[config.mk]
export PLATFORM = sky130hd
export DESIGN_NAME = loadExtract
export DESIGN_NICKNAME = d
export VERILOG_FILES = /design/src/hw/lsuOpPkg.sv /design/src/hw/memPkg.sv /design/src/hw/loadExtract.sv
export VERILOG_INCLUDE_DIRS = /design/src /design/src/include
export SDC_FILE = /design/constraint.sdc
export NUM_CORES = 1
export LEC_CHECK = 0
export BUFFER_PORTS_ARGS = -buffer_cell sky130_fd_sc_hd__buf_2
export CORE_MARGIN = 1.5
export CORE_UTILIZATION = 33
export DETAILED_ROUTE_END_ITERATION = 6
export PLACE_DENSITY = 0.86
export SLEW_MARGIN = 20
export SYNTH_ARGS = -nofsm -noshare
export SYNTH_HDL_FRONTEND = slang
export SYNTH_SLANG_ARGS = --single-unit
export TNS_END_PERCENT = 20
[constraint.sdc]
create_clock -name vclk -period 2.02
set_input_delay 0.202 -clock vclk [all_inputs]
set_output_delay 0.202 -clock vclk [all_outputs]
set_load 0.1 [all_outputs]
[src/include/lsu_params.svh]
`ifndef LSU_PARAMS_SVH
`define LSU_PARAMS_SVH

// Data memory geometry
`define LSU_MEM_WORDS 2048      // 32-bit words, 8 KiB total
`define LSU_WORD_IDX_W 11       // log2 of LSU_MEM_WORDS

// Instruction tag carried with every access
`define LSU_TAG_W 32

`endif

[src/hw/lsuOpPkg.sv]
`default_nettype none

`include "lsu_params.svh"

// Instruction-side view of a load/store
package lsuOpPkg;

    // RV32 funct3 codes for loads and stores
    typedef enum logic [2:0] {
        accByte  = 3'b000,     // LB / SB
        accHalf  = 3'b001,     // LH / SH
        accWord  = 3'b010,     // LW / SW
        accByteU = 3'b100,     // LBU
        accHalfU = 3'b101      // LHU
    } accessCode_e;

    // One request as presented on the handshake link
    typedef struct packed {
        logic                  isLoad;
        logic                  isStore;
        logic [`LSU_TAG_W-1:0] tag;       // Echoed back in the response
        accessCode_e           funct3;
        logic [31:0]           addr;      // Byte address
        logic [31:0]           storeData; // Unshifted register value
    } lsuReq_t;

endpackage

`default_nettype wire

[src/hw/memPkg.sv]
`default_nettype none

`include "lsu_params.svh"

// Memory-side types shared by decode, storage and extraction
package memPkg;

    // A memory word seen whole, as byte lanes or as halfword lanes
    typedef union packed {
        logic [31:0]      word;
        logic [3:0][7:0]  bytes;
        logic [1:0][15:0] halves;
    } memWord_u;

    typedef struct packed {
        logic                      writeEn;
        logic [`LSU_WORD_IDX_W-1:0] wordIdx;
        logic [3:0]                byteEn;
        memWord_u                  wrData;  // Already placed in its lanes
    } memWrite_t;

    typedef struct packed {
        logic [`LSU_TAG_W-1:0] tag;
        logic [31:0]           loadData;  // Zero for stores and faults
        logic                  wasLoad;
        logic                  fault;
    } lsuRsp_t;

    // What the extractor needs to pick a lane
    typedef struct packed {
        logic [1:0]            offset;
        lsuOpPkg::accessCode_e funct3;
    } laneSel_t;

endpackage

`default_nettype wire

[src/hw/loadExtract.sv]
`timescale 1ns/1ps
`default_nettype none

`include "lsu_params.svh"

module loadExtract (
    input  wire memPkg::memWord_u     rdWord,
    input  wire memPkg::laneSel_t     lane,
    input  wire [`LSU_TAG_W-1:0]      tag,
    input  wire                       isLoad,
    input  wire                       fault,
    output memPkg::lsuRsp_t           rspNext
);

    logic [7:0]  selByte;
    logic [15:0] selHalf;
    logic [31:0] loadData;

    assign selByte = rdWord.bytes[lane.offset];
    assign selHalf = rdWord.halves[lane.offset[1]];  // Offset is aligned here

    always_comb begin
        loadData = 32'd0;
        if (isLoad && !fault) begin
            case (lane.funct3)
                lsuOpPkg::accByte:  loadData = {{24{selByte[7]}}, selByte};
                lsuOpPkg::accHalf:  loadData = {{16{selHalf[15]}}, selHalf};
                lsuOpPkg::accWord:  loadData = rdWord.word;
                lsuOpPkg::accByteU: loadData = {24'd0, selByte};
                lsuOpPkg::accHalfU: loadData = {16'd0, selHalf};
                default:            loadData = 32'd0;  // Decode has faulted it
            endcase
        end
    end

    assign rspNext = '{tag: tag, loadData: loadData, wasLoad: isLoad, fault: fault};

endmodule

`default_nettype wire

After elaboration in Yosys (flattened, before gate mapping)
Cells that the tools add are included.
{ "word_totals": {"regBits": 0, "in_bits": 71, "out_inout_bits": 66} }
{ "op_classes": {"n_lt_le_gt_ge": 2, "reduce_logical": 3, "eq_ne": 4, "muxes": 6} }
{ "op_table": {"columns": ["op", "n"], "rows": [
  ["$pmux 32 s5", 1],
  ["$mux 16", 2],
  ["$mux 32", 1],
  ["$bmux 8 s2", 1],
  ["$mux 8", 1],
  ["$eq 3x3->1 const B", 2],
  ["$eq 3x1->1 const B", 1],
  ["$eq 3x2->1 const B", 1],
  ["$logic_not 3->1", 1],
  ["$lt 2x3->1 const B", 1],
  ["$lt 1x2->1 const B", 1],
  ["$logic_and 1x1->1", 1],
  ["$logic_not 1->1", 1]
]} }

Longest topological paths before layout
{ "logic_depth": {"ltp_word": 4, "mapped_depth": 5, "ltp_nobuf": 3} }

Worst setup path before layout
Ideal clock, no wire load.
{ "synth_timing": {"path_type": "input to output", "startpoint": "input port lane[1] (netlist name)", "endpoint": "output port rspNext[2] (netlist name)", "required_time_ps": 1818, "arrival_ps": 2477, "stages": 4, "slack_ps": -659, "cell_sequence": "or3b_2 clkbuf_1 o32a_1 a21oi_1"} }
{ "synth_rtl": {"columns": ["item", "line", "rtl"], "rows": [
  ["from (decl)", "loadExtract.sv:8", "input wire memPkg::laneSel_t lane,"],
  ["to (decl)", "loadExtract.sv:12", "output memPkg::lsuRsp_t rspNext"]
]} }

==> results by group <==
Status
  – Outcome: finished with violations
  – Failing checks: design-rule violations

STA
  – Slew Limit Headroom: 58.8%
  – Unrepaired setup endpoints after global routing: false
  – FMAX: 536 MHz
  – Hold Slack: 404 ps
  – Setup violators final: 0
  – Worst slew pin tran: 617 ps
  – Fin crit share: 92.3%
  – Final Slew Violations: 0
  – Final Hold Fails: 0
  – Final min period: 1860 ps

Critical path
  – Worst-path maximum fanout: 12
  – WS Path Type: primary input to primary output
  – Worst Path Required: 1820 ps
  – CP Capture Type: primary output
  – Crit path DAT: 1660 ps
  – Startpoint Class: primary input

Power and ir drop
  – PD cells: 257 nW/um^2
  – Power Total: 0.000407 W
  – VDD IR max: 0.111 mV
  – P_leak: 0.641 nW

Clocking
  – # hold bufs at CTS: 0
  – Postcts setup bufs: 0
  – Cts repair resizes: 0

Detailed routing
  – WL final: 3380 microns
  – Via count: 1,182
  – DR WL/cell: 15.7 microns
  – Detail-routed via count per cell: 5.50
  – Post-route antenna net violation count: 0
  – Iter 0 DRT Violations: 51
  – DRT Pass-1 Iters: 7
  – Remaining DRCs: 4

Job
  – Max-Cap Viols: 0

Cells and area
  – Seq. cell area: 0 sq um
  – Most frequent cells in the layout: buf_2, a21oi_2, nand2_1
  – Fin nets: 257
  – Sequential cell count: 0
  – Syn-to-layout area delta: 59.1%
  – Layout cells sized above 1: 65.2%
  – N_diodes: 0
  – Clock buffer count: 0
  – Most common cell after layout, fill and taps aside: buf_2

Floorplanning
  – Row count: 19
  – Initial Utilization: 35.5%
  – Top Ports: 137
  – Die Wd: 57.9 microns
  – Core ar.: 2810 sq um
  – DIE HEIGHT: 57.9 microns
  – Die area: 3350 sq um

Synth
  – Top cells by area, synth: buf_4, a21oi_1, mux2i_1
  – Register area share after synthesis: 0%
  – Synth Net Count: 218
  – Synth Warn #: 0
  – Netlist cell types: 24
  – Cell area after synthesis: 995 sq um
  – Gate Count Post-Synth: 147
  – Avg Cell Area, Syn: 6.77 sq um
  – Post-synth top area cell: buf_4
  – Synth top area share: 25.7%

Place
  – PortBufs: 73
  – Gp weighted congestion: 0.803
  – Dpl hpwl: 2730 microns

GRT
  – Total grt overflow: 0
  – Vias in the first global route: 1,082
  – First-pass GRT wire length: 5290 microns
  – Pin count of the biggest net entering global routing: 33
  – GRT Total Usage: 19.8%
  – Initial antenna violation count: 0

Min path
  – Worst Hold Class: primary input to primary output
-- synthesized netlist by cell type, drive strengths merged --
library cell,instances
a222oi,1
buf,37
mux4,1
o21ai,2
mux2,2
inv,1
nor2,2
nor3,1
a2bb2oi,7
or3b,1
a32oi,1
nand2b,1
a31oi,1
nor3b,2
a21oi,30
clkbuf,8
nand2,24
o32a,7
mux2i,14
nand3b,1
nor2b,2
nand3,1
-- cells by family (layout without fill, tap and decap cells) --
| logic type | count (synthesis) | count (layout) | share of synthesized area [%] |
|---|---|---|---|
| compound gates | 49 | 49 | 33.7 |
| buf+inv | 46 | 83 | 31.8 |
| mux | 17 | 17 | 18.6 |
| simple gates | 35 | 35 | 15.8 |
-- cell type report --
type / count / area, sq um
fillers: 266 / 1220
multi-input cells: 101 / 842
repair buffers: 82 / 698
well taps: 31 / 38.8
inverters: 1 / 3.75
-- through the flow --
stage	TNS, ps	setup slack [ps]	cell area, sq um	instances	utilization [%]
6_report	0	156	1580	215	56.4
3_3_place_gp	0	175	1580	215	56.4
3_5_place_dp	0	153	1580	215	56.4
5_1_grt	0	82.8	1580	215	56.4
4_1_cts	0	150	1580	215	56.4
2_1_floorplan	-1880	-101	1150	147	-
-- critical path, stage by stage --
cell	delay, ps
buf_2	130
mux4_2	560
a32oi_4	230
buf_12	190
a21oi_2	60
buf_2	300
-- path summary, 6_finish.rpt --
check | start | end | slack [ps] | cells past startpoint
setup / recovery | lane[4] | rspNext[27] | 160 | 6
hold / removal | tag[0] | rspNext[34] | 400 | 0
-- routing by layer --
metal	part of all wire [%]	vias up	global-route usage, %
met1	42	543	24.9
met4	0.71	0	1.99
met5	0	-	0
met2	50	56	36.4
met3	6.9	8	3.35
li1	-	575	-
-- report_power, final --
| part | internal [W] | leakage (nW) | switching, W | total (W) |
|---|---|---|---|---|
| logic | 0.000143 | 0.641 | 0.000264 | 0.000407 |
| registers | 0 | 0 | 0 | 0 |
| clock network | 0 | 0 | 0 | 0 |
| total | 0.000143 | 0.641 | 0.000264 | 0.000407 |
(Power assumes the default switching activity.)
