[src/include/lsu_params.svh]
`ifndef LSU_PARAMS_SVH
`define LSU_PARAMS_SVH

// Data memory geometry
`define LSU_MEM_WORDS 2048      // 32-bit words, 8 KiB total
`define LSU_WORD_IDX_W 11       // log2 of LSU_MEM_WORDS

// Instruction tag carried with every access
`define LSU_TAG_W 32

`endif

[src/hw/lsuOpPkg.sv]
`default_nettype none

`include "lsu_params.svh"

// Instruction-side view of a load/store
package lsuOpPkg;

    // RV32 funct3 codes for loads and stores
    typedef enum logic [2:0] {
        accByte  = 3'b000,     // LB / SB
        accHalf  = 3'b001,     // LH / SH
        accWord  = 3'b010,     // LW / SW
        accByteU = 3'b100,     // LBU
        accHalfU = 3'b101      // LHU
    } accessCode_e;

    // One request as presented on the handshake link
    typedef struct packed {
        logic                  isLoad;
        logic                  isStore;
        logic [`LSU_TAG_W-1:0] tag;       // Echoed back in the response
        accessCode_e           funct3;
        logic [31:0]           addr;      // Byte address
        logic [31:0]           storeData; // Unshifted register value
    } lsuReq_t;

endpackage

`default_nettype wire

[src/hw/memPkg.sv]
`default_nettype none

`include "lsu_params.svh"

// Memory-side types shared by decode, storage and extraction
package memPkg;

    // A memory word seen whole, as byte lanes or as halfword lanes
    typedef union packed {
        logic [31:0]      word;
        logic [3:0][7:0]  bytes;
        logic [1:0][15:0] halves;
    } memWord_u;

    typedef struct packed {
        logic                      writeEn;
        logic [`LSU_WORD_IDX_W-1:0] wordIdx;
        logic [3:0]                byteEn;
        memWord_u                  wrData;  // Already placed in its lanes
    } memWrite_t;

    typedef struct packed {
        logic [`LSU_TAG_W-1:0] tag;
        logic [31:0]           loadData;  // Zero for stores and faults
        logic                  wasLoad;
        logic                  fault;
    } lsuRsp_t;

    // What the extractor needs to pick a lane
    typedef struct packed {
        logic [1:0]            offset;
        lsuOpPkg::accessCode_e funct3;
    } laneSel_t;

endpackage

`default_nettype wire

[src/hw/accessDecode.sv]
`timescale 1ns/1ps
`default_nettype none

`include "lsu_params.svh"

module accessDecode (
    input  wire                        clk,
    input  wire                        reset,
    input  wire                        capture,
    input  wire lsuOpPkg::lsuReq_t     reqData,
    output memPkg::memWrite_t          memWr,
    output logic [`LSU_WORD_IDX_W-1:0] rdIdx,
    output memPkg::laneSel_t           lane,
    output logic [`LSU_TAG_W-1:0]      tag,
    output logic                       isLoad,
    output logic                       fault
);

    logic [1:0]                 offNext;
    logic [3:0]                 beNext;
    logic                       badCode;
    logic                       misaligned;
    logic                       faultNext;
    logic                       writeEnQ;
    logic [`LSU_WORD_IDX_W-1:0] wordIdxQ;
    logic [3:0]                 byteEnQ;
    memPkg::memWord_u           wrDataQ;

    always_comb begin
        offNext    = reqData.addr[1:0];
        beNext     = 4'b0000;
        badCode    = 1'b0;
        misaligned = 1'b0;
        case (reqData.funct3)
            lsuOpPkg::accByte, lsuOpPkg::accByteU: begin
                beNext = 4'b0001 << offNext;
            end
            lsuOpPkg::accHalf, lsuOpPkg::accHalfU: begin
                beNext     = 4'b0011 << offNext;
                misaligned = offNext[0];
            end
            lsuOpPkg::accWord: begin
                beNext     = 4'b1111;
                misaligned = |offNext;
            end
            default: badCode = 1'b1;   // 011, 110, 111
        endcase
        // Unsigned variants exist only for loads
        if (reqData.isStore && (reqData.funct3 == lsuOpPkg::accByteU ||
                                reqData.funct3 == lsuOpPkg::accHalfU)) begin
            badCode = 1'b1;
        end
        faultNext = badCode | misaligned;
    end

    always_ff @(posedge clk) begin
        if (reset) begin
            writeEnQ <= 1'b0;
            fault    <= 1'b0;
        end else begin
            writeEnQ <= capture && reqData.isStore && !faultNext;  // One cycle only
            if (capture) begin
                fault <= faultNext;
            end
        end
    end

    always_ff @(posedge clk) begin
        if (capture) begin
            wordIdxQ     <= reqData.addr[`LSU_WORD_IDX_W+1:2];
            byteEnQ      <= beNext;
            wrDataQ.word <= reqData.storeData << {offNext, 3'b000};  // Move into lane
            lane         <= '{offset: offNext, funct3: reqData.funct3};
            tag          <= reqData.tag;
            isLoad       <= reqData.isLoad;
        end
    end

    assign memWr = '{writeEn: writeEnQ, wordIdx: wordIdxQ, byteEn: byteEnQ, wrData: wrDataQ};
    assign rdIdx = wordIdxQ;

    noWriteOnFault: assert property (@(posedge clk) disable iff (reset)
        !(memWr.writeEn && fault));

endmodule

`default_nettype wire

[config.mk]
export PLATFORM = sky130hd
export DESIGN_NAME = accessDecode
export DESIGN_NICKNAME = d
export VERILOG_FILES = /design/src/hw/lsuOpPkg.sv /design/src/hw/memPkg.sv /design/src/hw/accessDecode.sv
export VERILOG_INCLUDE_DIRS = /design/src /design/src/include
export SDC_FILE = /design/constraint.sdc
export NUM_CORES = 1
export LEC_CHECK = 0
export ABC_AREA = 1
export ABC_CLOCK_PERIOD_IN_PS = 2210
export BUFFER_PORTS_ARGS = -buffer_cell sky130_fd_sc_hd__buf_2
export CORE_AREA = 2 2 96 98
export DETAILED_ROUTE_END_ITERATION = 12
export DIE_AREA = 0 0 98 100
export HOLD_SLACK_MARGIN = 0.05
export PLACE_DENSITY_LB_ADDON = 0.1
export SYNTH_ARGS = -nofsm -noshare
export SYNTH_HDL_FRONTEND = slang
export SYNTH_SLANG_ARGS = --single-unit
[constraint.sdc]
create_clock -name clk -period 2.21 [get_ports clk]
set_input_delay 0.221 -clock clk [delete_from_list [all_inputs] [get_ports clk]]
set_output_delay 0.221 -clock clk [all_outputs]
set_load 0.02 [all_outputs]
# Word level (Yosys, flattened, before mapping)
# Index checks and enable logic that the tools add are counted.
dict set report totals {
  word_cells 31
  input_bits 104
  ram_bits 0
  reg_bits 87
  n_memories 0
  latch_bits 0
  rom_bits 0
  output_inout_bits 98
}
dict set report op_classes {
  n_eq_ne 4
  add_sub_neg 0
  order_cmp 0
  n_bitwise 1
  multipliers 0
  mux 4
  n_reduce_logical 10
  shift 3
  div_mod_pow 0
}
# operator n
set ops {}
lappend ops {{$shl 32x5->32} 1}
lappend ops {{$pmux 4 s3} 1}
lappend ops {{$eq 3x3->1 const B} 2}
lappend ops {{$reduce_or 2->1} 3}
lappend ops {{$reduce_or 5->1} 1}
lappend ops {{$shl 1x2->4 const A} 1}
lappend ops {{$shl 2x2->4 const A} 1}
lappend ops {{$eq 3x1->1 const B} 1}
lappend ops {{$eq 3x2->1 const B} 1}
lappend ops {{$logic_and 1x1->1} 3}
lappend ops {{$logic_not 3->1} 1}
lappend ops {{$mux 1} 2}
lappend ops {{$pmux 1 s2} 1}
lappend ops {{$logic_not 1->1} 1}
lappend ops {{$logic_or 1x1->1} 1}
lappend ops {{$or 1x1->1} 1}

# Longest topological paths before layout
dict set report logic_depth {
  word_depth 7
  ltp_mapped 6
  ltp_nobuf 6
}

# Worst setup path after synthesis
# OpenSTA, ideal clock, no wires.
dict set report synth_timing {
  path_kind {input to register}
  startpoint {input port reqData[33] (netlist name)}
  endpoint {register wrDataQ[24] (netlist name), data pin}
  setup_slack_ns 1.223
  required_time_ns 1.947
  n_path_buf 2
  setup_ns 0.263
  t_arrival_ns 0.724
  stages 4
  path_cell_list {buf_6 -> buf_4 -> a21oi_1 -> a22oi_2}
}
dict set report synth_between {
  elab_chain_len 1
}
# element line_no
set synth_lines {}
lappend synth_lines {{from (decl)} accessDecode.sv:10} ;# input wire lsuOpPkg::lsuReq_t reqData,
lappend synth_lines {{$shl 32x5->32} accessDecode.sv:72} ;# wrDataQ.word <= reqData.storeData << {offNext, 3'b000};
lappend synth_lines {{to (decl)} accessDecode.sv:27} ;# memPkg::memWord_u wrDataQ;
# No other way between the ends.
# A chain may end at the register's enable or synchronous reset.

# Worst setup path after layout
dict set report layout_timing {
  startpoint {register wordIdxQ[7], in the netlist rdIdx[7]}
  endpoint {output port rdIdx[7]}
}
# element line_no
set layout_rtl {}
lappend layout_rtl {{from (decl)} accessDecode.sv:25} ;# logic [`LSU_WORD_IDX_W-1:0] wordIdxQ;
lappend layout_rtl {{from (signal assigned)} accessDecode.sv:70} ;# wordIdxQ <= reqData.addr[`LSU_WORD_IDX_W+1:2];
lappend layout_rtl {{to (decl)} accessDecode.sv:12} ;# output logic [`LSU_WORD_IDX_W-1:0] rdIdx,
# No word-level cell between the ends.

==> results_dict.tcl <==
set metrics [dict create \
    routed_via_density 4.476 \
    yosysSeqAreaShare_pct 75.65 \
    synth_edf_count 85 \
    fin_nets 551 \
    route.detailed.drc 0 \
    holdPathStages 1 \
    fin_skew_ps 0 \
    worst_pin_slew_ps 620.7 \
    p_leak_nw 2.153 \
    numClockSinks 87 \
    path_clk_slew_ps 90 \
    syn_inst 227 \
    drive_above_1_share_pct 51.11 \
    gp_congestion 0.8230 \
    hp-class "in2reg" \
    path_cells "buf_2" \
    power_mw 3.772 \
    wl_mm 8.292 \
    cp.depth 1 \
    finalMaxSlewViolations 0 \
    hold_violations 0 \
    cp_top_family "flip-flops" \
    drt-initial-drc-count 75 \
    cp_max_fo 2 \
    ys.warnings.count 0 \
    grt_max_degree 54 \
    globalRouteOverflowTotal 0 \
    antenna_cells 0 \
    netlist.area_leader.share_pct 74.48 \
    synth.area.top_cells "edfxtp_1 (74%), nor2_1 (3.1%), a22oi_2 (2.9%)" \
    fp.dieH_um 100 \
    setup_violations 0 \
    yosysMostFrequentCell "edfxtp_1" \
    post_cts_buffers 0 \
    period_share_pct 53.02 \
    power_density_nw_per_um2 758.5 \
    outcome "finished clean" \
    syn_area_per_cell_um2 15.10 \
    die_area_um2 9800 \
    fmax_mhz 853.5 \
    synth_common_cells "edfxtp_1 (85), nor2_1 (28), nand2_1 (17), buf_4 (13)" \
    cts_root_buf "clkbuf_8" \
    coreArea_um2 8890 \
    wl_per_cell_um 14.73 \
    syn_nets 331 \
    hpwl_mm 5.834 \
    relSlewSlack_pct 58.62 \
    cap_violations 0 \
    placed_cells 503 \
    rrSetupSlack_ps 1580 \
    rsz0062_at_grt "no" \
    clk_latency_ps 350 \
    yosysTopAreaCell "edfxtp_1" \
    cts-buffers-inserted 9 \
    num_rows 35 \
    worstPathRequired_ps 1990 \
    finalSetupTns_ps 0 \
    slowest_delay_ps 420 \
    synth-main-ff-cell "edfxtp_1" \
    dr.pass1.iters 4 \
    rr_worst_depth 2 \
    worstPathArrival_ps 950 \
    cp-end-kind "output port" \
    final_util_pct 55.93 \
    grt_pass1_wl_mm 12.70 \
    area_growth_pct 45.09 \
    fin_crit_ps 1172 \
    crit_buf_inv 1 \
    ys_types 20 \
    synth_seq_cells 87 \
    nFillCells 788 \
    cp-start-kind "register" \
    grt_pass1_vias 2394 \
    ir_worst_vdd_mv 0.3077 \
    clockBufferDepth 2 \
    io_buffers 182 \
    num_vias 2520 \
    critPathKind "reg2out" \
    htree_levels 3 \
    start_util_pct 38.55 \
    async_flop_share_pct 0 \
    fin_cells 563 \
    chipWidth_um 98 \
    drtAntennaViolNets 0 \
    critPathSlowestCell "edfxtp_1" \
    antenna_found_initial 0 \
    synth_area_um2 3427 \
    track_usage_pct 16.78 \
    cts_tree "done" \
    io_pins 202 \
]
metal layers:
| layer | GRT usage [%] | wire (um) |
|---|---|---|
| met1 | 23.02 | 3679 |
| met2 | 25.66 | 3852 |
| met3 | 5.292 | 668 |
| met4 | 5.449 | 92 |
| met5 | 0 | 0 |
repair_timing:
| action | CTS | global route |
|---|---|---|
| endpoints found under the hold margin | 44 | 0 |
| hold buffers | 44 | 0 |
| resized for setup | 0 | 0 |
sequential cells by signal (all words and copies together) (netlist names):
name / cells
byteEnQ: 4
writeEnQ: 1
rdIdx: 11
lane: 5
fault: 1
tag: 32
isLoad: 1
wrDataQ: 32
placed cells by master (no fill, tap or decap):
cell and instances:
clkinv_4 1, a21oi_1 10, buf_2 181, inv_1 10, nor2_4 1, clkbuf_8 9
nand3_1 4, o21ai_2 9, nor2_1 28, clkbuf_1 1, o21ai_0 9, clkinvlp_4 1
nand2_1 17, inv_6 2, a22oi_2 8, o21ai_1 3, nand2_2 9, bufinv_16 1
dfxtp_1 2, o22ai_1 8, inv_8 1, clkinv_2 1, inv_2 3, buf_12 1
dlygate4sd3_1 44, buf_4 3, edfxtp_1 85
cell families (layout without fill, tap and decap cells):
| family | after synthesis | count (layout) | share of synthesized area [%] |
|---|---|---|---|
| AOI/OAI and AO/OA | 47 | 47 | 9.894 |
| and+or+nand+nor | 59 | 59 | 7.484 |
| DFF | 87 | 87 | 75.65 |
| buffers and inverters | 34 | 259 | 6.973 |
layout make-up:
cell class                 count  area [um^2]  share of cell area [%]
clock buffer                  10        127.6                   2.567
clock inverter                 6        68.82                   1.384
inverter                      14        60.06                   1.208
multi-input combinational    106        595.6                   11.98
sequential                    87         2592                   52.14
tap                          111        138.9                   2.793
timing repair buffer         229         1389                   27.93
final timing paths:
path                                  start       end
worst max-delay path               rdIdx[7]  rdIdx[7]
worst min-delay path            reqData[66]   lane[2]
worst max register to register        fault     fault
worst min register to register        fault     fault
per-stage QoR:
step / instance area, um^2 / hold WS, ps / worst slack (ps)
4_1_cts: 4972 / 59.44 / 1017
5_1_grt: 4972 / 55.57 / 970.3
6_report: 4972 / 79.37 / 1038
3_5_place_dp: 4335 / 399.3 / 681.0
2_1_floorplan: 3427 / 319.9 / 1223
3_3_place_gp: 4335 / 398.1 / 691.0
power breakdown:
group / total, mW / switching (mW) / internal [mW]
clock network: 1.11 / 0.582 / 0.532
logic: 0.657 / 0.405 / 0.252
registers: 2.00 / 0.0378 / 1.96
total: 3.77 / 1.02 / 2.75
(Power assumes the default switching activity.)
