<file path="src/include/lsu_params.svh">
`ifndef LSU_PARAMS_SVH
`define LSU_PARAMS_SVH

// Data memory geometry
`define LSU_MEM_WORDS 2048      // 32-bit words, 8 KiB total
`define LSU_WORD_IDX_W 11       // log2 of LSU_MEM_WORDS

// Instruction tag carried with every access
`define LSU_TAG_W 32

`endif

</file>
<file path="src/hw/lsuOpPkg.sv">
`default_nettype none

`include "lsu_params.svh"

// Instruction-side view of a load/store
package lsuOpPkg;

    // RV32 funct3 codes for loads and stores
    typedef enum logic [2:0] {
        accByte  = 3'b000,     // LB / SB
        accHalf  = 3'b001,     // LH / SH
        accWord  = 3'b010,     // LW / SW
        accByteU = 3'b100,     // LBU
        accHalfU = 3'b101      // LHU
    } accessCode_e;

    // One request as presented on the handshake link
    typedef struct packed {
        logic                  isLoad;
        logic                  isStore;
        logic [`LSU_TAG_W-1:0] tag;       // Echoed back in the response
        accessCode_e           funct3;
        logic [31:0]           addr;      // Byte address
        logic [31:0]           storeData; // Unshifted register value
    } lsuReq_t;

endpackage

`default_nettype wire

</file>
<file path="src/hw/memPkg.sv">
`default_nettype none

`include "lsu_params.svh"

// Memory-side types shared by decode, storage and extraction
package memPkg;

    // A memory word seen whole, as byte lanes or as halfword lanes
    typedef union packed {
        logic [31:0]      word;
        logic [3:0][7:0]  bytes;
        logic [1:0][15:0] halves;
    } memWord_u;

    typedef struct packed {
        logic                      writeEn;
        logic [`LSU_WORD_IDX_W-1:0] wordIdx;
        logic [3:0]                byteEn;
        memWord_u                  wrData;  // Already placed in its lanes
    } memWrite_t;

    typedef struct packed {
        logic [`LSU_TAG_W-1:0] tag;
        logic [31:0]           loadData;  // Zero for stores and faults
        logic                  wasLoad;
        logic                  fault;
    } lsuRsp_t;

    // What the extractor needs to pick a lane
    typedef struct packed {
        logic [1:0]            offset;
        lsuOpPkg::accessCode_e funct3;
    } laneSel_t;

endpackage

`default_nettype wire

</file>
<file path="src/hw/lsuHandshake.sv">
`timescale 1ns/1ps
`default_nettype none

module lsuHandshake (
    input  wire                   clk,
    input  wire                   reset,
    input  wire                   reqIn,
    input  wire                   memReady,
    input  wire memPkg::lsuRsp_t  rspNext,
    output logic                  ackOut,
    output logic                  capture,
    output memPkg::lsuRsp_t       rsp
);

    typedef enum logic [2:0] {
        idle,
        decode,     // Decoder registers hold the request
        access,     // Memory write / read in flight
        respond,    // rsp latched, ack goes up next
        waitDrop    // ackOut high until reqIn falls
    } state_e;

    state_e state;

    // Take a request only when idle and the fill is complete
    assign capture = (state == idle) && reqIn && memReady;

    always_ff @(posedge clk) begin
        if (reset) begin
            state  <= idle;
            ackOut <= 1'b0;
        end else begin
            case (state)
                idle: begin
                    if (capture) begin
                        state <= decode;
                    end
                end
                decode: begin
                    state <= access;
                end
                access: begin
                    state <= respond;
                end
                respond: begin
                    ackOut <= 1'b1;
                    state  <= waitDrop;
                end
                waitDrop: begin
                    if (!reqIn) begin
                        ackOut <= 1'b0;
                        state  <= idle;
                    end
                end
                default: begin
                    ackOut <= 1'b0;
                    state  <= idle;
                end
            endcase
        end
    end

    // Response payload, held through the whole ack phase
    always_ff @(posedge clk) begin
        if (state == access) begin
            rsp <= rspNext;
        end
    end

    noCaptureDuringAck: assert property (@(posedge clk) disable iff (reset)
        capture |-> !ackOut);

    ackHeldUntilDrop: assert property (@(posedge clk) disable iff (reset)
        (ackOut && reqIn) |=> ackOut);

endmodule

`default_nettype wire

</file>
<file path="config.mk">
export PLATFORM = sky130hd
export DESIGN_NAME = lsuHandshake
export DESIGN_NICKNAME = d
export VERILOG_FILES = /design/src/hw/lsuOpPkg.sv /design/src/hw/memPkg.sv /design/src/hw/lsuHandshake.sv
export VERILOG_INCLUDE_DIRS = /design/src /design/src/include
export SDC_FILE = /design/constraint.sdc
export NUM_CORES = 1
export LEC_CHECK = 0
export ABC_AREA = 1
export ABC_CLOCK_PERIOD_IN_PS = 8600
export BUFFER_PORTS_ARGS = -buffer_cell sky130_fd_sc_hd__buf_2
export CAP_MARGIN = 10
export CELL_PAD_IN_SITES_DETAIL_PLACEMENT = 0
export CELL_PAD_IN_SITES_GLOBAL_PLACEMENT = 1
export CORE_UTILIZATION = 35
export CTS_CLUSTER_SIZE = 24
export DETAILED_ROUTE_END_ITERATION = 8
export PLACE_DENSITY = 0.83
export SYNTH_ARGS = -nofsm -noshare
export SYNTH_HDL_FRONTEND = slang
export SYNTH_SLANG_ARGS = --single-unit
</file>
<file path="constraint.sdc">
create_clock -name clk -period 8.6 [get_ports clk]
set_clock_uncertainty 0.1 [all_clocks]
set_input_delay 0.86 -clock clk [delete_from_list [all_inputs] [get_ports clk]]
set_output_delay 0.86 -clock clk [all_outputs]
set_load 0.03 [all_outputs]
</file>
# == Word level (Yosys, flattened, before mapping) ==
# Index checks and enable logic that the tools add are counted.
# totals
ff_bits,70
inputBits,70
output_inout_bits,68
elab_cells,24
# classes
eq_ne,6
n_mux,5
n_bitwise,1
n_reduce_logical,6
# ops
operator,n
3-bit one-hot mux with 5 select lines,1
3-bit by 2-bit == test with 1-bit output (second input constant),2
3-bit two-way mux,2
2-bit != test (second input constant),2
2-bit AND reduction,2
3-bit by 1-bit == test with 1-bit output (second input constant),1
3-bit == test (second input constant),1
3-bit logical NOT,1
1-bit one-hot mux with 3 select lines,1
3-bit OR reduction,1
1-bit logical AND,2
1-bit two-way mux,1
1-bit inverter,1

# == Longest topological paths before layout ==
# Gate-level depths: netlist of the first run.
# logic_depth
ltp_word,5
depth_mapped,6
ltp_nobuf,6

# == Worst setup path before layout of the first run ==
# No wires, ideal clock.
# synth_path
path_kind,flip-flop to flip-flop
start,register state[2]
end,"register rsp[0] (netlist name), enable pin"
setup_time_ns,0.491
t_arrival_ns,3.248
required_time_ns,8.009
setup_slack_ns,4.761
stages_incl_launch_ff,4
path_buffers,0
period_less_slack_ns,3.839
cell_sequence,dfxtp_1 -> inv_1 -> nand2_1 -> nor2_1
# synth_between
elab_chain_len,1
# synth_rtl
item,line,text
from (decl),lsuHandshake.sv:23,state_e state;
from (signal assigned),lsuHandshake.sv:30,state <= idle;
from (signal assigned),lsuHandshake.sv:36,state <= decode;
from (signal assigned),lsuHandshake.sv:40,state <= access;
3-bit by 2-bit == test with 1-bit output,lsuHandshake.sv:65,if (state == access) begin
to (signal assigned),lsuHandshake.sv:66,rsp <= rspNext;
to (decl),lsuHandshake.sv:12,output memPkg::lsuRsp_t rsp
# Every way passes these cells.
# A chain may end at the register's enable or synchronous reset.

# == Final worst setup path of the first run ==
# layout_path
start,input port reqIn
end,output port capture
# layout_between
elab_chain_len,2
# layout_rtl
item,line,text
from (decl),lsuHandshake.sv:7,"input wire reqIn,"
1-bit logical AND (2 in series),lsuHandshake.sv:26,assign capture = (state == idle) && reqIn && memReady;
to (decl),lsuHandshake.sv:11,"output logic capture,"
# Every way passes these cells.

==> flow_summary.json, run 1 <==
{
  "postPlaceCellArea_um2": 2950,
  "synth_fa_ha_area_share_pct": 0,
  "yosys.area_share.simple_pct": 2.78,
  "drt-pass1-iter-count": 4,
  "ys_ff_latch": 70,
  "dieHeight_um": 80.5,
  "startpoint_type": "input pin",
  "finalInstanceArea_um2": 3110,
  "ir_worst_vdd_uv": 113,
  "critPathArrivalTime_ns": 1.37,
  "cts_hold_buffers": 0,
  "placeableCoreArea_um2": 5920,
  "end_kind": "output port",
  "h-tree-depth": 3,
  "outcome": "finished, final reports clean",
  "syn2layout_area_growth_pct": 44.1,
  "rsz0062_at_grt": "no",
  "rows": 28,
  "mostFrequentLayoutCells": "buf_2, edfxtp_1, clkbuf_8",
  "cts_made_buffers": 9,
  "ant_nets": 0,
  "grt_use_total_pct": 13.6,
  "grt_pass1_vias": 1297,
  "synth_fp_nets": 161,
  "layout_commonest_cell": "buf_2",
  "required_ns": 7.64,
  "die_area_um2": 6480,
  "yosys_warnings": 0,
  "port_buffers": 137,
  "worstMarginPinSlew_ns": 0.871,
  "clock_sinks": 70,
  "num-nets-final": 310,
  "seq_area_frac_synth_pct": 95.5,
  "synth_top_family_by_area": "simple AND/OR/NAND/NOR gates",
  "synthesis.area_um2": 2160,
  "period_needed_ns": 2.33,
  "clk_root_buffer_cell": "clkbuf_8",
  "p_leak_nw": 1.32,
  "slew_viol_final": 0,
  "clockBufferDepth": 2,
  "drt-initial-drc-count": 37,
  "p_per_area_nw_per_um2": 241,
  "hold_violations": 0,
  "diodes": 0,
  "criticalPathCategory": "input pin to output port",
  "critPathMaxFanout": 2,
  "drt_wl_total_mm": 4.28,
  "hold_path.class": "flop to flop",
  "routed_via_density": 4.26,
  "tns_ns": 0,
  "synth_cells": 91,
  "yosysUniqueCellTypes": 11,
  "hold-worst-slack_ns": 0.373,
  "routabilityCongestion": 0.665,
  "initial_core_util_pct": 36.5,
  "synth-compound-area-share_pct": 0.986,
  "path_clk_slew_ns": 0.06,
  "drive_gt1_share_pct": 63.3,
  "max_slew_margin_pct": 41.8,
  "overflow": 0,
  "drv_cap": 0,
  "synth_xor_area_share_pct": 0,
  "ios": 138,
  "drc_errors": 0,
  "antenna_found_initial": 1,
  "syn_area_per_cell_um2": 23.7,
  "dpl.hpwl_mm": 3.31,
  "clkLatencyLatePin_ns": 0.33,
  "finalSetupViolations": 0,
  "synth_mux_area_share_pct": 0,
  "post_cts_buffers": 0,
  "wl_per_cell_um": 13.4,
  "die_x_um": 80.5,
  "cts-resized-gates": 0,
  "vias": 1363,
  "post-route-period-util_pct": 27.1,
  "cts_tree": "done",
  "grt_first_pass_wirelength_mm": 5.98,
  "max_freq_mhz": 428,
  "grt_max_degree": 35
}
## cells by family after synthesis
family,after synthesis
DFF,70
and+or+nand+nor,14
buffers and inverters,4
AOI/OAI and AO/OA,3
## path summary, 6_finish.rpt
check | slack (ns) | start | endpoint | cells after the start
max | 6.27 | reqIn | capture | 4
min | 0.37 | ackOut | ackOut | 2
min reg2reg | 0.37 | ackOut | ackOut | 2
max reg2reg | 6.41 | state[2] | rsp[9] | 4
## worst max-delay path, cell delays in order
cell and delay [ns]:
buf_2 0.08, nand2_1 0.05, nor3_1 0.16, buf_2 0.22
## cell type report
cell class	count	area, um^2
Fill cell	520	2810
Sequential cell	70	2060
Timing Repair Buffer	138	693
Clock buffer	10	128
Tap cell	75	93.8
Multi-Input combinational cell	17	88.8
Clock inverter	6	28.8
Inverter	4	15.0
## per-layer routing
layer	vias to the layer above	GRT usage, %	wire (um)
met3	14	6.14	451
met5	-	0	13
met4	2	10.2	122
met2	85	21.6	2070
li1	650	-	-
met1	612	13.9	1620
## per-stage QoR
step           total power, W  cells  setup slack, ns  utilization, %
6_report             0.000748    320             6.27            52.5
5_1_grt              0.000779    320             6.21            52.5
4_1_cts              0.000760    320             6.26            52.5
3_5_place_dp         0.000548    304             6.27            49.9
3_3_place_gp         0.000545    304             6.27            49.9
2_1_floorplan        0.000504     91             4.76               -
## power breakdown
| group | total, W | internal (W) | switching [W] |
|---|---|---|---|
| Clock | 0.000210 | 0.000101 | 0.000109 |
| Sequential | 0.000420 | 0.000411 | 0.00000817 |
| Combinational | 0.000119 | 0.0000318 | 0.0000870 |
## synth_stat cells (all sizes together)
cell type,number,area [um^2]
a211oi,1,7.51
a21oi,2,13.8
dfxtp,4,80.1
edfxtp,66,1980
inv,4,15.0
nand2,8,30.0
nand3,2,10.0
nor2,2,10.0
nor3,2,10.0
## registers in the layout, indices dropped and copies added, names as in the netlist
name,cells
rsp,66
state,3
ackOut,1
Power figures use the tool's default switching activity.
==> inputs of run 2 (changes only) <==
Settings changed: ABC_CLOCK_PERIOD_IN_PS 8600 to 1900, CORE_UTILIZATION 35 to 29, PLACE_DENSITY 0.83 to 0.74.
Clock period 8.6 ns to 1.9 ns, I/O delays scaled along.
==> flow_summary.json, run 2 (synthesized netlist as in run 1, its figures left out) <==
{
  "outcome": "finished, final reports clean",
  "criticalPathCategory": "flop to output port",
  "die_x_um": 88.3,
  "required_ns": 1.61,
  "finalInstanceArea_um2": 3830,
  "post-route-period-util_pct": 84.2,
  "finalSetupViolations": 0,
  "ir_worst_vdd_uv": 533,
  "syn2layout_area_growth_pct": 77.6,
  "routabilityCongestion": 0.670,
  "cts_made_buffers": 9,
  "pwr-share-comb_pct": 19.0,
  "clkLatencyLatePin_ns": 0.33,
  "multi_input_area_um2": 91.3,
  "rows": 31,
  "h-tree-depth": 3,
  "mostFrequentLayoutCells": "buf_2, dlygate4sd3_1, edfxtp_1",
  "drt-pass1-iter-count": 4,
  "hold_path.class": "input pin to flop",
  "drv_cap": 0,
  "clock_sinks": 70,
  "drt-initial-drc-count": 46,
  "drt_wl_total_mm": 5.14,
  "swShare_pct": 27.2,
  "grt_max_degree": 45,
  "cts_tree": "done",
  "slew_viol_final": 0,
  "grt_pass1_vias": 1679,
  "clockBufferDepth": 2,
  "nFillCells": 617,
  "critPathBufInv": 2,
  "period_needed_ns": 1.60,
  "initial_core_util_pct": 29.9,
  "placeableCoreArea_um2": 7210,
  "num-nets-final": 378,
  "p_switching_w": 0.000956,
  "top_regs": "rsp (66), state (3), ackOut (1)",
  "cts-resized-gates": 0,
  "p_per_area_nw_per_um2": 916,
  "vias": 1605,
  "critPathArrivalTime_ns": 1.31,
  "max_slew_margin_pct": 82.1,
  "cp_top_family": "flip-flops",
  "max_stage_delay_ns": 0.37,
  "diodes": 0,
  "cp_cell_sequence": "nor2_2, inv_1, nor3_1, buf_2",
  "p_int_w": 0.00256,
  "dp_cells": 329,
  "postPlaceCellArea_um2": 3010,
  "max_freq_mhz": 625,
  "ant_nets": 0,
  "largest_reg_flops": 66,
  "overflow": 0,
  "wl_per_cell_um": 12.5,
  "worstMarginPinSlew_ns": 0.268,
  "post_cts_buffers": 0,
  "die_area_um2": 7790,
  "dpl.hpwl_mm": 3.15,
  "rsz0062_at_grt": "no",
  "hold_violations": 0,
  "drive_gt1_share_pct": 50.3,
  "ios": 138,
  "grt_use_total_pct": 13.8,
  "end_kind": "output port",
  "critPathSlowestCell": "dfxtp_1",
  "grt_first_pass_wirelength_mm": 7.50,
  "regMostFlops": "rsp",
  "dieHeight_um": 88.3,
  "seq_power_share_pct": 54.1,
  "critPathMaxFanout": 5,
  "path_clk_slew_ns": 0.07,
  "routed_via_density": 3.91,
  "antenna_found_initial": 0,
  "drc_errors": 0,
  "port_buffers": 137,
  "layout_commonest_cell": "buf_2",
  "finalNonFillerCells": 411,
  "post-route-util_pct": 53.1,
  "clk_root_buffer_cell": "clkbuf_8",
  "p_clk_share_pct": 26.9,
  "p_leak_nw": 1.60,
  "startpoint_type": "flop",
  "seq_area_um2": 2060
}
run 2: changes by cell type in the layout (fill, tap and decap cells not counted):
cell,before,now
dlygate4sd3_1,0,67
clkinv_2,5,0
clkinv_1,1,4
clkinvlp_4,0,2
dfxtp_1,4,2
dfxtp_2,0,2
buf_12,0,1
clkbuf_1,1,0
inv_1,4,3
inv_2,0,1
nand2_1,8,7
nand2_2,0,1
run 2: through the flow:
stage               power (W)  setup TNS, ns  setup slack [ns]  hold WS [ns]
finish                0.00351              0             0.299         0.103
global route          0.00369              0             0.118        0.0978
CTS                   0.00357              0             0.245        0.0737
detailed placement    0.00250              0             0.558         0.268
global placement      0.00249              0             0.574         0.266
floorplan             0.00228          -3.57           -0.0541         0.152
run 2: worst paths after layout:
check        depth (start not counted)     start  endpoint  slack (ns)
min reg2reg                          2    ackOut    ackOut        0.36
max                                  4  state[0]   capture        0.30
min                                  5  memReady  state[0]        0.10
max reg2reg                          4  state[2]    rsp[0]        0.56
run 2: timing repair:
action,4_1_cts,5_1_grt
endpoints found under the hold margin,69,0
hold buffers,67,0
setup endpoints to repair,0,0
run 2: worst reg2reg max path, delay by kind of cell, from the launching register on:
family                 cells  cell delay (ns)
and+or+nand+nor            2             0.19
DFF                        1             0.34
buffers and inverters      2             0.37
run 2: cell type report:
class                      instances  area share [%]
tap                               99            3.23
multi-input combinational         17            2.38
sequential                        70            53.9
inverter                           4           0.392
clock buffer                       9            3.23
timing repair buffer             206            36.1
clock inverter                     6           0.784
run 2: power groups by stage:
stage | Combinational [W] | Clock, W | Sequential [W]
final | 0.000668 | 0.000944 | 0.00190
after global routing | 0.000712 | 0.00106 | 0.00191
after CTS | 0.000670 | 0.000998 | 0.00190
after detailed placement | 0.000564 | 0 | 0.00193
after global placement | 0.000556 | 0 | 0.00193
after floorplan | 0.0000900 | 0 | 0.00219
run 2: routing by layer:
layer / vias up / wire, um / global-route usage (%)
met4: 0 / 187 / 8.94
met3: 15 / 462 / 6.72
met1: 714 / 1990 / 14.1
met2: 94 / 2510 / 22.4
met5: - / 0 / 0
li1: 782 / - / -
==> inputs of run 3 (changes only) <==
Settings changed: ABC_AREA 1 to 0, ABC_CLOCK_PERIOD_IN_PS 1900 to 1500, CORE_UTILIZATION 29 to 33, PLACE_DENSITY 0.74 to 0.79.
Clock period 1.9 ns to 1.5 ns, I/O delays scaled along.
==> flow_summary.json, run 3 <==
{
  "power.total_w": 0.00452,
  "yosysUniqueCellTypes": 12,
  "post-route-period-util_pct": 114,
  "initial_core_util_pct": 34.1,
  "pwr-share-comb_pct": 15.9,
  "cts_made_buffers": 9,
  "finalSetupViolations": 1,
  "setup_ws_ns": -0.203,
  "end_kind": "output port",
  "die_area_um2": 6860,
  "critPathMaxFanout": 2,
  "synthesis.area_um2": 2160,
  "p_clk_share_pct": 32.9,
  "dp_cells": 299,
  "synth_most_common_cell": "edfxtp_1",
  "largest_reg_flops": 66,
  "grt_use_total_pct": 16.5,
  "num-nets-final": 377,
  "synthTopCellsByArea": "edfxtp_1, dfxtp_1, nor3b_1",
  "synth_edf_count": 66,
  "regMostFlops": "rsp",
  "top_regs": "rsp (66), state (3), ackOut (1)",
  "critPathArrivalTime_ns": 1.45,
  "routabilityCongestion": 0.694,
  "yosys.area.top_type_share_pct": 91.9,
  "grt_pass1_vias": 1751,
  "clock_sinks": 70,
  "clockBufferDepth": 2,
  "outcome": "finished, violations left",
  "placeableCoreArea_um2": 6310,
  "post-route-util_pct": 62.6,
  "wl_per_cell_um": 14.3,
  "mostFrequentLayoutCells": "buf_2, dlygate4sd3_1, edfxtp_1",
  "drc_errors": 0,
  "ios": 138,
  "synth_flop_cell": "edfxtp_1",
  "syn_area_per_cell_um2": 26.0,
  "drive_gt1_share_pct": 53.5,
  "p_per_area_nw_per_um2": 1140,
  "yosysTopAreaCell": "edfxtp_1",
  "die_x_um": 82.8,
  "p_leak_nw": 1.63,
  "finalInstanceArea_um2": 3960,
  "hold_path.class": "input pin to flop",
  "met2_usage_pct": 29.4,
  "rows": 29,
  "vias": 1630,
  "violations": "setup timing",
  "synth_cells": 83,
  "grt_use_met3_pct": 4.57,
  "seq_power_share_pct": 51.2,
  "ant_nets": 0,
  "cts_tree": "done",
  "seq_area_frac_synth_pct": 95.6,
  "met1_usage_pct": 18.1,
  "slew_viol_final": 0,
  "clk_root_buffer_cell": "clkbuf_8",
  "cp_top_family": "simple AND/OR/NAND/NOR gates",
  "swShare_pct": 25.3,
  "critPathSlowestCell": "or3b_4",
  "startpoint_type": "flop",
  "criticalPathCategory": "flop to output port",
  "h-tree-depth": 3,
  "max_stage_delay_ns": 0.40,
  "tns_ns": -0.203,
  "routed_via_density": 4.19,
  "drt_wl_total_mm": 5.58,
  "grt_max_degree": 50,
  "critPathBufInv": 1,
  "ir_worst_vdd_uv": 780,
  "hold_violations": 0,
  "worstMarginPinSlew_ns": 0.287,
  "async_reset_ff_share_pct": 0,
  "dieHeight_um": 82.8,
  "diodes": 0,
  "synth_commonest_cells": "edfxtp_1, dfxtp_1, a21oi_1, nand2b_1, nor3b_1",
  "p_switching_w": 0.00114,
  "top_usage_layer": "met2",
  "drv_cap": 0,
  "syn2layout_area_growth_pct": 83.5,
  "period_needed_ns": 1.70,
  "finalNonFillerCells": 389,
  "port_buffers": 137,
  "max_freq_mhz": 587,
  "max_slew_margin_pct": 80.9,
  "postPlaceCellArea_um2": 2980,
  "synth_fp_nets": 153,
  "grt_first_pass_wirelength_mm": 8.58,
  "ys_ff_latch": 70,
  "antenna_found_initial": 0,
  "drt-initial-drc-count": 44,
  "yosys_warnings": 0,
  "layout_commonest_cell": "buf_2",
  "rsz0062_at_grt": "yes",
  "drt-pass1-iter-count": 4,
  "cp_cell_sequence": "or3b_4, nor3b_2, buf_4",
  "required_ns": 1.25,
  "overflow": 0,
  "path_clk_slew_ns": 0.08,
  "clkLatencyLatePin_ns": 0.33,
  "p_int_w": 0.00337
}
-- run 3: timing repair --
action                                  in CTS  in global routing
buffers inserted                             3                  1
hold endpoints to repair                    69                  0
cloned                                       0                  3
endpoints found under the setup margin       1                 33
pin swaps                                    2                  0
resized for setup                            4                  4
hold buffers                                67                  0
-- run 3: metal layers --
layer	vias up	part of all wire [%]	routed length (um)
met5	-	0	0
met2	86	53	2970
met4	0	1.2	66
met3	7	7.4	414
met1	753	38	2130
li1	784	-	-
-- run 3: cell type report --
type	count	area, um^2
well taps	77	96.3
repair buffers	213	1480
clock inverters	7	73.8
flip-flops and latches	70	2070
clock buffers	9	124
multi-input cells	13	110
fillers	500	2360
-- run 3: per-stage QoR --
step                      setup slack (ns)  hold slack [ns]
after CTS                           -0.196           0.0433
final                               -0.203           0.0942
after floorplan                      -1.11            0.119
after global routing                -0.231           0.0964
after detailed placement            0.0408            0.228
after global placement              0.0864            0.227
-- run 3: worst min-delay path, stage by stage --
cell and delay, ns:
buf_2 0.11, a21oi_1 0.17, nor4_1 0.07
-- run 3: cell families (layout without fill, tap and decap cells) --
kind of cell / count (synthesis) / after routing / synth area share, %
XOR/XNOR: 1 / 1 / 0.406
buffers and inverters: 0 / 229 / 0
AND/OR/NAND/NOR: 8 / 8 / 2.84
AO/OA/AOI/OAI: 4 / 4 / 1.10
flip-flops: 70 / 70 / 95.6
-- run 3: power by group through the flow --
| stage | sequential (W) | combinational, W | clock (W) |
|---|---|---|---|
| after detailed placement | 0.00236 | 0.000517 | 0 |
| after global routing | 0.00233 | 0.000760 | 0.00160 |
| final | 0.00231 | 0.000719 | 0.00148 |
| after floorplan | 0.00259 | 0.0000788 | 0 |
| after global placement | 0.00236 | 0.000507 | 0 |
| after CTS | 0.00231 | 0.000674 | 0.00152 |
-- run 3: path summary, 6_finish.rpt --
kind	startpoint	endpoint	slack, ns	cells after the start
worst max-delay path	state[1]	capture	-0.20	3
worst max register to register	state[0]	rsp[36]	0	4
worst min-delay path	reqIn	state[0]	0.09	3
worst min register to register	ackOut	ackOut	0.43	2
